**src/vision_pkg.sv**
```systemverilog
/*
  shared definitions for the orange target tracker
  colour thresholds, pixel channel width, direction encoding
*/

`default_nettype none

package vision_pkg;

  // bits per colour channel
  localparam int pixel_width = 8;

  // orange window in rgb space
  // red must be strong
  localparam logic [pixel_width-1:0] red_min = 8'd200;

  // green in a middle band, too little is red, too much is yellow
  localparam logic [pixel_width-1:0] green_min = 8'd80;
  localparam logic [pixel_width-1:0] green_max = 8'd180;

  // blue kept low to reject pinks and whites
  localparam logic [pixel_width-1:0] blue_max = 8'd60;

  // direction of the target seen in the last frame
  // dir_none whenever no target was detected
  typedef enum logic [1:0] {
    dir_none   = 2'd0,
    dir_left   = 2'd1,
    dir_center = 2'd2,
    dir_right  = 2'd3
  } dir_t;

endpackage

`default_nettype wire

```
**src/orange_color_detector.sv**
```systemverilog
/*
  per pixel orange detector
  threshold test on the incoming rgb pixel and recoloured output,
  one register stage
*/

`timescale 1ns/1ps
`default_nettype none

module orange_color_detector import vision_pkg::*; (
  input  wire logic                   clk,
  input  wire logic                   rst,
  input  wire logic [pixel_width-1:0] red,
  input  wire logic [pixel_width-1:0] green,
  input  wire logic [pixel_width-1:0] blue,
  input  wire logic                   active,
  output logic      [pixel_width-1:0] red_out,
  output logic      [pixel_width-1:0] green_out,
  output logic      [pixel_width-1:0] blue_out,
  output logic                        is_orange
);

  // individual threshold tests
  logic red_ok;
  logic green_ok;
  logic blue_ok;
  logic orange_hit;

  assign red_ok   = (red >= red_min);
  assign green_ok = (green >= green_min) && (green <= green_max);
  assign blue_ok  = (blue <= blue_max);

  // only visible pixels can count as orange
  assign orange_hit = active && red_ok && green_ok && blue_ok;

  // register the flag together with the pixel so both stay aligned
  always_ff @(posedge clk) begin
    if (rst) begin
      is_orange <= 1'b0;
      red_out   <= '0;
      green_out <= '0;
      blue_out  <= '0;
    end else begin
      is_orange <= orange_hit;
      if (!active) begin
        // blanking, monitor expects black
        red_out   <= '0;
        green_out <= '0;
        blue_out  <= '0;
      end else if (orange_hit) begin
        // target pixel goes through untouched
        red_out   <= red;
        green_out <= green;
        blue_out  <= blue;
      end else begin
        // dim the background to half so the target stands out
        red_out   <= red >> 1;
        green_out <= green >> 1;
        blue_out  <= blue >> 1;
      end
    end
  end

endmodule

`default_nettype wire

```
**src/frame_position_counter.sv**
```systemverilog
/*
  pixel position tracking
  column counter over active pixels and frame end pulse
  from the vsync rising edge
*/

`timescale 1ns/1ps
`default_nettype none

module frame_position_counter #(
  parameter int h_active = 640
) (
  input  wire logic                        clk,
  input  wire logic                        rst,
  input  wire logic                        active,
  input  wire logic                        vsync,
  output logic      [$clog2(h_active)-1:0] column,
  output logic                             frame_done
);

  localparam int col_w = $clog2(h_active);
  localparam logic [col_w-1:0] col_last = col_w'(h_active - 1);

  // previous samples for edge detection
  logic active_d;
  logic vsync_d;

  always_ff @(posedge clk) begin
    if (rst) begin
      active_d <= 1'b0;
      vsync_d  <= 1'b0;
    end else begin
      active_d <= active;
      vsync_d  <= vsync;
    end
  end

  // column is registered so it lines up with the detector output
  always_ff @(posedge clk) begin
    if (rst) begin
      column <= '0;
    end else if (active && !active_d) begin
      // first visible pixel of a line
      column <= '0;
    end else if (active && (column != col_last)) begin
      column <= column + 1'b1;
    end
    // otherwise hold, also saturates at the last column
  end

  // single cycle pulse on the first cycle vsync is seen high
  always_ff @(posedge clk) begin
    if (rst) begin
      frame_done <= 1'b0;
    end else begin
      frame_done <= vsync && !vsync_d;
    end
  end

endmodule

`default_nettype wire

```
**src/direction_classifier.sv**
```systemverilog
/*
  target direction classifier
  orange pixel counters for the left, centre and right thirds,
  per frame decision on detection and direction
*/

`timescale 1ns/1ps
`default_nettype none

module direction_classifier import vision_pkg::*; #(
  parameter int h_active    = 640,
  parameter int count_width = 17,
  parameter int min_pixels  = 64
) (
  input  wire logic                        clk,
  input  wire logic                        rst,
  input  wire logic                        is_orange,
  input  wire logic [$clog2(h_active)-1:0] column,
  input  wire logic                        frame_done,
  output dir_t                             direction,
  output logic                             detected
);

  localparam int col_w = $clog2(h_active);
  localparam int sum_w = count_width + 2;

  // third boundaries along the line
  localparam logic [col_w-1:0] bound_left  = col_w'(h_active / 3);
  localparam logic [col_w-1:0] bound_right = col_w'((2 * h_active) / 3);

  localparam logic [sum_w-1:0] min_total = sum_w'(min_pixels);

  logic [count_width-1:0] cnt_left;
  logic [count_width-1:0] cnt_center;
  logic [count_width-1:0] cnt_right;

  logic       in_left;
  logic       in_center;
  logic       in_right;
  logic [sum_w-1:0] total;
  logic       hit_next;
  dir_t       dir_next;

  // sort the current column into one third
  assign in_left   = (column < bound_left);
  assign in_center = !in_left && (column < bound_right);
  assign in_right  = !in_left && !in_center;

  // per third counters, cleared at each frame end
  always_ff @(posedge clk) begin
    if (rst || frame_done) begin
      cnt_left   <= '0;
      cnt_center <= '0;
      cnt_right  <= '0;
    end else if (is_orange) begin
      // saturate instead of wrapping on very large targets
      if (in_left && (cnt_left != '1)) begin
        cnt_left <= cnt_left + 1'b1;
      end
      if (in_center && (cnt_center != '1)) begin
        cnt_center <= cnt_center + 1'b1;
      end
      if (in_right && (cnt_right != '1)) begin
        cnt_right <= cnt_right + 1'b1;
      end
    end
  end

  // frame decision from the running counts
  assign total = sum_w'(cnt_left) + sum_w'(cnt_center) + sum_w'(cnt_right);
  assign hit_next = (total >= min_total);

  always_comb begin
    if (!hit_next) begin
      dir_next = dir_none;
    end else if ((cnt_center >= cnt_left) && (cnt_center >= cnt_right)) begin
      // centre wins every tie
      dir_next = dir_center;
    end else if (cnt_left >= cnt_right) begin
      // then left
      dir_next = dir_left;
    end else begin
      dir_next = dir_right;
    end
  end

  // result held until the next frame end
  always_ff @(posedge clk) begin
    if (rst) begin
      direction <= dir_none;
      detected  <= 1'b0;
    end else if (frame_done) begin
      direction <= dir_next;
      detected  <= hit_next;
    end
  end

endmodule

`default_nettype wire

```
**src/target_tracker_top.sv**
```systemverilog
/*
  orange target tracker top level
  colour detector, position counter and direction classifier
*/

`timescale 1ns/1ps
`default_nettype none

module target_tracker_top import vision_pkg::*; #(
  parameter int h_active    = 640,
  parameter int count_width = 17,
  parameter int min_pixels  = 64
) (
  input  wire logic                   clk,
  input  wire logic                   rst,
  input  wire logic [pixel_width-1:0] red,
  input  wire logic [pixel_width-1:0] green,
  input  wire logic [pixel_width-1:0] blue,
  input  wire logic                   active,
  input  wire logic                   vsync,
  output logic      [pixel_width-1:0] red_out,
  output logic      [pixel_width-1:0] green_out,
  output logic      [pixel_width-1:0] blue_out,
  output logic                        is_orange,
  output dir_t                        direction,
  output logic                        detected
);

  // column of the pixel currently on is_orange
  logic [$clog2(h_active)-1:0] column;
  logic                        frame_done;

  // recolouring and orange flag, one cycle behind the input
  orange_color_detector orange_color_detector_inst (
    .clk       (clk),
    .rst       (rst),
    .red       (red),
    .green     (green),
    .blue      (blue),
    .active    (active),
    .red_out   (red_out),
    .green_out (green_out),
    .blue_out  (blue_out),
    .is_orange (is_orange)
  );

  // runs in parallel on the same raw levels
  frame_position_counter #(
    .h_active (h_active)
  ) frame_position_counter_inst (
    .clk        (clk),
    .rst        (rst),
    .active     (active),
    .vsync      (vsync),
    .column     (column),
    .frame_done (frame_done)
  );

  direction_classifier #(
    .h_active    (h_active),
    .count_width (count_width),
    .min_pixels  (min_pixels)
  ) direction_classifier_inst (
    .clk        (clk),
    .rst        (rst),
    .is_orange  (is_orange),
    .column     (column),
    .frame_done (frame_done),
    .direction  (direction),
    .detected   (detected)
  );

endmodule

`default_nettype wire

```
**config.mk**
```make
export PLATFORM = sky130hd
export DESIGN_NAME = target_tracker_top
export DESIGN_NICKNAME = d
export VERILOG_FILES = /design/src/vision_pkg.sv /design/src/orange_color_detector.sv /design/src/frame_position_counter.sv /design/src/direction_classifier.sv /design/src/target_tracker_top.sv
export SDC_FILE = /design/constraint.sdc
export NUM_CORES = 1
export LEC_CHECK = 0
export BUFFER_PORTS_ARGS = -buffer_cell sky130_fd_sc_hd__buf_2
export CORE_MARGIN = 2
export CORE_UTILIZATION = 40
export CTS_BUF_LIST = sky130_fd_sc_hd__clkbuf_16
export CTS_CLUSTER_SIZE = 10
export DETAILED_ROUTE_END_ITERATION = 8
export GPL_TIMING_DRIVEN = 0
export PLACE_DENSITY = 0.61
export SKIP_LAST_GASP = 1
export SLEW_MARGIN = 40
export SYNTH_ARGS = -nofsm -noshare
export SYNTH_HDL_FRONTEND = slang
export SYNTH_SLANG_ARGS = --single-unit
export TNS_END_PERCENT = 30
```
**constraint.sdc**
```tcl
create_clock -name clk -period 4.2 [get_ports clk]
set_input_delay 0.21 -clock clk [delete_from_list [all_inputs] [get_ports clk]]
set_output_delay 0.21 -clock clk [all_outputs]
set_load 0.01 [all_outputs]
```
== Word level (Yosys, flattened, before mapping) ==
Index checks and enable logic that the tools add are counted.

* Bits in latches: 0
* Logic and storage cells: 68
* Bits in registers: 92
* Output and inout bits: 28
* Input port bits: 28
* ROM bits: 0
* Memories kept: 0
* Memory bits (writable): 0

* Multiplexer cells: 6
* Divide/modulo/power cells: 0
* Add/sub/neg operators: 6
* $lt $le $gt $ge: 10
* Equality and inequality tests: 4
* Multipliers: 0
* Reductions and logical operators: 24
* Shift-type cells: 0
* Bitwise gates (word level): 2

{| class="wikitable"
|+ Operators with widths
! kind !! count
|-
| 17-bit by 1-bit adder with 17-bit output (second input constant) || 3
|-
| 17-bit >= comparator || 3
|-
| 17-bit != test (second input constant) || 3
|-
| 7-bit 2-to-1 mux || 3
|-
| 19-bit by 17-bit adder with 19-bit output || 1
|-
| 19-bit by 7-bit >= comparator with 1-bit output (second input constant) || 1
|-
| 17-bit by 17-bit adder with 18-bit output || 1
|-
| 1-bit logical AND || 13
|-
| 10-bit by 1-bit adder with 10-bit output (second input constant) || 1
|-
| 10-bit by 8-bit < comparator with 1-bit output (second input constant) || 1
|-
| 10-bit by 9-bit < comparator with 1-bit output (second input constant) || 1
|-
| 10-bit != test (second input constant) || 1
|-
| 8-bit by 7-bit >= comparator with 1-bit output (second input constant) || 1
|-
| 8-bit >= comparator (second input constant) || 1
|-
| 8-bit by 6-bit <= comparator with 1-bit output (second input constant) || 1
|-
| 8-bit <= comparator (second input constant) || 1
|-
| 2-bit 2-to-1 mux || 3
|-
| 2-bit AND reduction || 3
|-
| 1-bit zero test || 4
|-
| 2-bit OR reduction || 2
|-
| 3-bit OR reduction || 1
|-
| 1-bit NOT || 2
|-
| 1-bit logical OR || 1
|}

== Longest topological paths before layout ==
Gate-level depths: netlist of the first run.

* Depth after elaboration: 7
* Gate-level depth with buffers: 22
* Depth with buffers taken out: 21

== Hierarchy ==
A second synthesis of the first run with hierarchy kept.

* Cells, all modules: 745
* Area, all modules: 6,448.7 µm²

{| class="wikitable"
|+ Modules (own cells, without submodules)
! module !! times used !! cells an instance !! area an instance (µm²)
|-
| direction_classifier || 1 || 593 || 4,904.7
|-
| orange_color_detector || 1 || 90 || 962.2
|-
| frame_position_counter || 1 || 62 || 581.8
|}

== Worst setup path before layout of the first run ==
Ideal clock, no wire load.

* Kind: register to register
* Start: reg direction_classifier_inst.cnt_left[0]
* End: reg direction_classifier_inst.direction[0]
* Setup slack: 0.174 ns
* Arrival: 3.894 ns
* Library setup time: 0.131 ns
* Period minus slack after synthesis: 4.026 ns
* Stages on the path, launching flop included: 23
* Data required time: 4.069 ns
* Path through: dfxtp_1 ha_1 inv_1 fa_1 o21ba_2 o22ai_1 nor2_1 nor2_1 nor2_1 o21ai_0 a21oi_1 xnor2_1 ha_1 buf_6 nand2_2 nor4b_4 o21ai_2 a21oi_2 a21bo_1 nand3_2 a2111o_1 a211oi_2 o32ai_1

* Longest elaborated chain between the ends: 4
* Elaborated cells between the ends (all ways): 7
* Those cells by class: 2 x add/sub; 2 x order compare; 2 x mux; 1 x reduce/logical

{| class="wikitable"
|+ Ends and longest elaborated chain
! element !! RTL line !! RTL
|-
| start: declaration || direction_classifier.sv:33 || <nowiki>logic [count_width-1:0] cnt_left;</nowiki>
|-
| start signal: assignment || direction_classifier.sv:58 || <nowiki>cnt_left <= cnt_left + 1'b1;</nowiki>
|-
| 17-bit by 17-bit adder with 18-bit output / 17-bit >= comparator (equally long branches) || direction_classifier.sv:70, direction_classifier.sv:76 ||
|-
| 19-bit by 17-bit adder with 19-bit output / 1-bit logical AND (equally long branches) || direction_classifier.sv:70, direction_classifier.sv:76 ||
|-
| 19-bit by 7-bit >= comparator with 1-bit output / 2-bit 2-to-1 mux (equally long branches) || direction_classifier.sv:71, direction_classifier.sv:76 ||
|-
| 2-bit 2-to-1 mux * || direction_classifier.sv:74 || <nowiki>if (!hit_next) begin</nowiki>
|-
| end signal: assignment || direction_classifier.sv:90 || <nowiki>direction <= dir_none;</nowiki>
|-
| end signal: assignment || direction_classifier.sv:93 || <nowiki>direction <= dir_next;</nowiki>
|-
| end: declaration || direction_classifier.sv:20 || <nowiki>output dir_t direction,</nowiki>
|}

Every way passes the cells marked *; elsewhere a longest branch is shown, timed or not.
A chain may end at the register's enable or synchronous reset.

== Worst setup path in the final report of the first run ==
* Start: reg direction_classifier_inst.cnt_left[0]
* End: reg direction_classifier_inst.direction[1]

* Longest elaborated chain between the ends: 4
* Elaborated cells between the ends (all ways): 9
* Those cells by class: 2 x add/sub; 3 x order compare; 3 x mux; 1 x reduce/logical

{| class="wikitable"
|+ Ends and longest elaborated chain
! element !! RTL line !! RTL
|-
| 17-bit by 17-bit adder with 18-bit output (tied with other cells) || direction_classifier.sv:70 || <nowiki>assign total = sum_w'(cnt_left) + sum_w'(cnt_center) + sum_w'(cnt_right);</nowiki>
|-
| 19-bit by 17-bit adder with 19-bit output (tied with other cells) || direction_classifier.sv:70 ||
|-
| 19-bit by 7-bit >= comparator with 1-bit output / 2-bit 2-to-1 mux (equally long branches) || direction_classifier.sv:71, direction_classifier.sv:76 ||
|-
| 2-bit 2-to-1 mux * || direction_classifier.sv:74 ||
|}

Marked as above.

==> results of run 1 <==
critical path: stages (launching register included):
cell and delay [ps]:
dfxtp_4 360, ha_1 150, inv_1 50, fa_2 350
o21ba_2 240, o22ai_2 150, nor2_1 60, nor2_1 90
nor2_1 70, o21ai_2 140, a21oi_2 70, xnor2_1 140
ha_1 290, buf_6 130, nand2_2 80, nor4b_4 290
o21ai_2 110, a21oi_2 180, buf_4 130, buf_4 90
buf_4 80, nor3_1 40, a311o_1 340, nand3_2 100
a211oi_4 30, buf_4 170, o32ai_2 230
repair_timing:
item | 4_1_cts | 5_1_grt
pin swaps | 16 | 6
resized for setup | 27 | 3
buffers inserted | 10 | 1
endpoints found under the hold margin | 0 | 0
setup endpoints to repair | 3 | 3
flip-flops by register name, indices dropped and copies added, names as in the netlist:
register / count
orange_color_detector_inst.blue_out: 8
direction_classifier_inst.cnt_center: 17
frame_position_counter_inst.frame_done: 1
orange_color_detector_inst.green_out: 8
frame_position_counter_inst.active_d: 1
direction_classifier_inst.cnt_right: 17
frame_position_counter_inst.column: 10
direction_classifier_inst.detected: 1
orange_color_detector_inst.red_out: 8
direction_classifier_inst.direction: 2
direction_classifier_inst.cnt_left: 17
orange_color_detector_inst.is_orange: 1
frame_position_counter_inst.vsync_d: 1
stage by stage:
stage / utilization, % / setup WS, ps
floorplan: - / 174.3
global placement: 43.77 / -675.3
detailed placement: 43.77 / -669.8
CTS: 46.82 / -62.37
global route: 46.92 / -376.1
finish: 46.92 / -69.59
Yosys cell counts, types with 8 or more instances:
master,number,area [um^2]
and3_1,8,50.05
nand2_1,43,161.4
nand4_1,19,118.9
nand3_1,14,70.07
dfxtp_1,92,1842
a21oi_1,46,230.2
ha_1,93,1164
xnor2_1,44,385.4
nor2b_1,11,68.82
nor3_1,18,90.09
nor2_1,114,427.9
mux2i_1,23,230.2
nand2b_1,9,56.30
inv_1,60,225.2
xor2_1,21,183.9
o21ai_0,24,120.1
layout make-up:
| class | instances | area [um^2] |
|---|---|---|
| Buffer | 12 | 63.81 |
| Clock buffer | 9 | 225.2 |
| Clock inverter | 7 | 100.1 |
| Fill cell | 1626 | 8708 |
| Inverter | 62 | 232.7 |
| Multi-Input combinational cell | 619 | 4589 |
| Sequential cell | 92 | 1859 |
| Tap cell | 220 | 275.3 |
| Timing Repair Buffer | 65 | 352.8 |
power by group:
group / leakage (nW) / switching, mW / internal (mW)
Sequential: 0.751 / 0.00387 / 0.882
Combinational: 2.34 / 0.0494 / 0.0319
Clock: 0.158 / 0.400 / 0.482
Total: 3.25 / 0.453 / 1.40
path summary, 6_finish.rpt:
check,end,slack (ps),cells after the start
max,direction_classifier_inst.direction[1],-70,26
min,orange_color_detector_inst.blue_out[6],70,2
max reg2reg,direction_classifier_inst.direction[1],-70,26
min reg2reg,frame_position_counter_inst.frame_done,390,1
cells by family after synthesis:
family                     after synthesis  synth area share [%]
DFF                                     92                 27.76
buffers and inverters                   74                 4.469
adders and majority gates               95                 18.14
AOI/OAI and AO/OA                      148                 15.03
xor gates and xnor gates                65                 8.580
and+or+nand+nor                        287                 22.50
muxes                                   23                 3.470
other                                    1               0.05652
routing by layer:
layer  vias to the layer above  routed length, um  GRT usage (%)
li1                       2916                  -              -
met4                         0                195          5.018
met2                        86               7320          30.60
met5                         -                  0              0
met3                        15                619          3.525
met1                      2583               7620          24.80
==> impl_metrics.json, run 1 <==
{
  "run_status": "complete, but fails checks",
  "violations": "setup timing",
  "avgViaCountPerCell": 5.157,
  "fin_skew_ps": 7.711,
  "cts_root_buf": "clkbuf_16",
  "async_flop_share_pct": 0,
  "avgSynthCellArea_um2": 8.452,
  "synth_edf_count": 0,
  "worstSetupEndpointType": "flip-flop",
  "setup_ws_ps": -69.59,
  "start_util_pct": 40.44,
  "hp-start": "blue[7]",
  "ioPinCount": 56,
  "max_slew_margin_pct": 58.71,
  "peakVddDrop_mv": 0.2195,
  "final_common_cell": "nor2_1",
  "die_w_um": 132.8,
  "hp-class": "primary input to flip-flop",
  "power_density_nw_per_um2": 240.3,
  "yosys_warnings": 0,
  "stdcell_area_um2": 7699,
  "antenna_cells": 0,
  "required_ps": 4470,
  "setup_viol": 3,
  "clk_latency_ps": 360,
  "rsz0062_at_grt": "yes",
  "whs_ps": 65.33,
  "drive_above_1_share_pct": 16.51,
  "leakagePower_nw": 3.251,
  "rows": 47,
  "clk_pin_slew_ps": 70,
  "synth_fp_nets": 908,
  "place_area_um2": 7181,
  "synth_area_um2": 6635,
  "setup_tns_ps": -158.5,
  "antenna_left": 0,
  "die_h_um": 132.8,
  "worstPathArrival_ps": 4540,
  "grt_pass1_vias": 5344,
  "reg2reg_from": "direction_classifier_inst.cnt_left[0]",
  "synth_seq_cells": 92,
  "startpoint": "direction_classifier_inst.cnt_left[0]",
  "dr.pass1.iters": 4,
  "globalRouteTotalUtil_pct": 18.53,
  "cap_violations": 0,
  "htree_levels": 3,
  "grt_pass1_wl_um": 26230,
  "drc_errors": 0,
  "cts_tree": "done",
  "areaGrowthSynthToFinish_pct": 16.03,
  "cts_hold_buf": 0,
  "stdcell_count": 1086,
  "post-route-min-period_ps": 4270,
  "tightest_slew_ps": 619.4,
  "cts_made_buffers": 9,
  "syn_inst": 785,
  "routed_wirelength_um": 15760,
  "wire_per_inst_um": 14.51,
  "hold_viol": 0,
  "core_um2": 16410,
  "cts_buffer_depth": 2,
  "antenna_found_initial": 0,
  "synth_cell_types": 84,
  "crit_fanout": 8,
  "path_class": "flip-flop to flip-flop",
  "p_total_mw": 1.850,
  "fin_crit_sh_pct": 101.7,
  "port_buffers": 54,
  "yosysSeqAreaShare_pct": 27.76,
  "routabilityCongestion": 0.8835,
  "grt_max_degree": 20,
  "dieArea_um2": 17630,
  "synth-main-ff-cell": "dfxtp_1",
  "start_kind": "flip-flop",
  "grt_overflow_total": 0,
  "layout.nets": 984,
  "place_inst": 1059,
  "final_cell_mix": "nor2_1, ha_1, dfxtp_1",
  "fmax_mhz": 234.2,
  "drt_iter0_drc": 206,
  "slew_viol_final": 0,
  "cts_sinks": 92,
  "dp.final_hpwl_um": 12410,
  "vias": 5600
}
Note: power is estimated with default switching activity, not from simulation.
==> run 2, diff against run 1 <==
PLACE_DENSITY = 0.65   (was 0.61)
==> run 2 against run 1 <==
  * The flow now finishes without violations
  * Via count up 1.2%
  * Sequential share of layout area down 0.13 points
  * Cell count up 0.28%
  * Critical path depth down 2
  * Sequential cell count unchanged
  * Wire length down 1.9%
  * Global-route usage down 0.34 points
  * Critical path type unchanged
  * Largest power group unchanged
  * Highest routed layer unchanged
==> impl_metrics.json, run 2 (synthesis results as in run 1) <==
{
  "rsz0062_at_grt": "yes",
  "avgViaCountPerCell": 5.205,
  "worstPathArrival_ps": 4360,
  "antenna_found_initial": 0,
  "fmax_mhz": 241.7,
  "layout.nets": 987,
  "grt_pass1_vias": 5504,
  "ioPinCount": 56,
  "grt_max_degree": 19,
  "antenna_cells": 0,
  "drc_errors": 0,
  "grt_pass1_wl_um": 26070,
  "worstSetupEndpoint": "direction_classifier_inst.direction[0]",
  "drt_iter0_drc": 204,
  "routabilityCongestion": 0.8821,
  "tightest_slew_ps": 644.8,
  "largestRegisters": "direction_classifier_inst.cnt_center x17, direction_classifier_inst.cnt_left x17, direction_classifier_inst.cnt_right x17",
  "post-route-min-period_ps": 4138,
  "start_kind": "flip-flop",
  "die_w_um": 132.8,
  "reg2reg_from": "direction_classifier_inst.cnt_left[0]",
  "startpoint": "direction_classifier_inst.cnt_left[0]",
  "cts_hold_buf": 0,
  "dr.max_layer_used": "met4",
  "peakVddDrop_mv": 0.2255,
  "htree_levels": 3,
  "run_status": "finished clean",
  "drive_above_1_share_pct": 17.95,
  "leakagePower_nw": 3.257,
  "core_um2": 16410,
  "vias": 5668,
  "slew_viol_final": 0,
  "antenna_left": 0,
  "dp.final_hpwl_um": 12080,
  "clk_latency_ps": 360,
  "required_ps": 4420,
  "worstSetupEndpointType": "flip-flop",
  "power_density_nw_per_um2": 226.8,
  "final_common_cell": "nor2_1",
  "clk_pin_slew_ps": 70,
  "wire_per_inst_um": 14.19,
  "rrSetupSlack_ps": 60,
  "setup_viol": 0,
  "fin_skew_ps": 7.389,
  "routed_wirelength_um": 15460,
  "cts_root_buf": "clkbuf_16",
  "cts_made_buffers": 9,
  "multi_input_area_um2": 4668,
  "dr_wl_met2_um": 7052,
  "areaGrowthSynthToFinish_pct": 17.35,
  "path_class": "flip-flop to flip-flop",
  "dr.pass1.iters": 5,
  "hold_viol": 0,
  "max_slew_margin_pct": 57.01,
  "hp-class": "primary input to flip-flop",
  "r2r.worst_path.cells": 24,
  "globalRouteTotalUtil_pct": 18.18,
  "fin_crit_sh_pct": 98.53,
  "final_cell_mix": "nor2_1, ha_1, dfxtp_1",
  "stdcell_count": 1089,
  "wl_met3_um": 694,
  "rows": 47,
  "p_total_mw": 1.766,
  "r2r-end": "direction_classifier_inst.direction[0]",
  "cts_buffer_depth": 2,
  "cts_tree": "done",
  "cts_sinks": 92,
  "fillers": 1630,
  "regArea_um2": 1871,
  "whs_ps": 66.70,
  "grt_overflow_total": 0,
  "port_buffers": 54,
  "dieArea_um2": 17630,
  "die_h_um": 132.8,
  "place_inst": 1059,
  "crit_fanout": 3,
  "start_util_pct": 40.44,
  "cap_violations": 0,
  "drt-met1-wl_um": 7444
}
[run 2: worst max-delay path: stages, from the launching register on]
cell	delay (ps)
dfxtp_4	370
ha_4	130
inv_2	30
fa_2	340
o21ba_4	210
o22ai_2	120
nor2_1	60
nor2_1	80
nor2_1	70
o21ai_1	140
a21oi_1	90
xnor2_1	160
ha_1	300
buf_6	100
nand2_2	70
nor4b_4	300
o21ai_2	110
a21oi_2	170
buf_4	130
a21bo_1	130
nand3_2	80
a2111o_1	390
a211oi_4	210
buf_6	150
o32ai_2	70
[run 2: worst min path at each step]
stage | cells past startpoint | endpoint | slack (ps) | startpoint
detailed placement | 1 | frame_position_counter_inst.frame_done | 380 | frame_position_counter_inst.vsync_d
global placement | 1 | frame_position_counter_inst.frame_done | 370 | frame_position_counter_inst.vsync_d
CTS | 2 | orange_color_detector_inst.blue_out[6] | 50 | blue[7]
finish | 2 | orange_color_detector_inst.blue_out[6] | 70 | blue[7]
floorplan | 2 | orange_color_detector_inst.blue_out[5] | 330 | blue[6]
global route | 2 | orange_color_detector_inst.blue_out[6] | 80 | blue[7]
[run 2: report_power, final]
| group | switching, mW | internal (mW) |
|---|---|---|
| Sequential | 0.00414 | 0.880 |
| Clock | 0.385 | 0.417 |
| Combinational | 0.0485 | 0.0319 |
[run 2: final cells by class]
class / instances / share of cell area [%]
Buffer: 12 / 0.8195
Clock buffer: 9 / 2.892
Multi-Input combinational cell: 619 / 59.96
Timing Repair Buffer: 68 / 4.869
Inverter: 62 / 2.989
Sequential cell: 92 / 24.02
Tap cell: 220 / 3.535
Clock inverter: 7 / 0.9160
[run 2: routing by layer]
layer	vias to the layer above	global-route usage (%)
li1	2921	-
met1	2633	24.08
met2	96	29.74
met3	18	3.257
met4	0	6.452
met5	-	0
[run 2: what timing repair did]
item / in CTS / in global routing
pin swaps: 25 / 13
resized for setup: 36 / 14
buffers inserted: 12 / 3
endpoints found under the setup margin: 3 / 3
[run 2: through the flow]
stage | cell area [um^2] | util [%] | setup TNS, ps | setup slack [ps]
floorplan | 6635 | - | 0 | 174.3
global placement | 7181 | 43.77 | -1790 | -609.8
detailed placement | 7181 | 43.77 | -1602 | -542.8
CTS | 7716 | 47.03 | 0 | 2.073
global route | 7786 | 47.46 | -334.5 | -114.4
finish | 7786 | 47.46 | 0 | 61.86
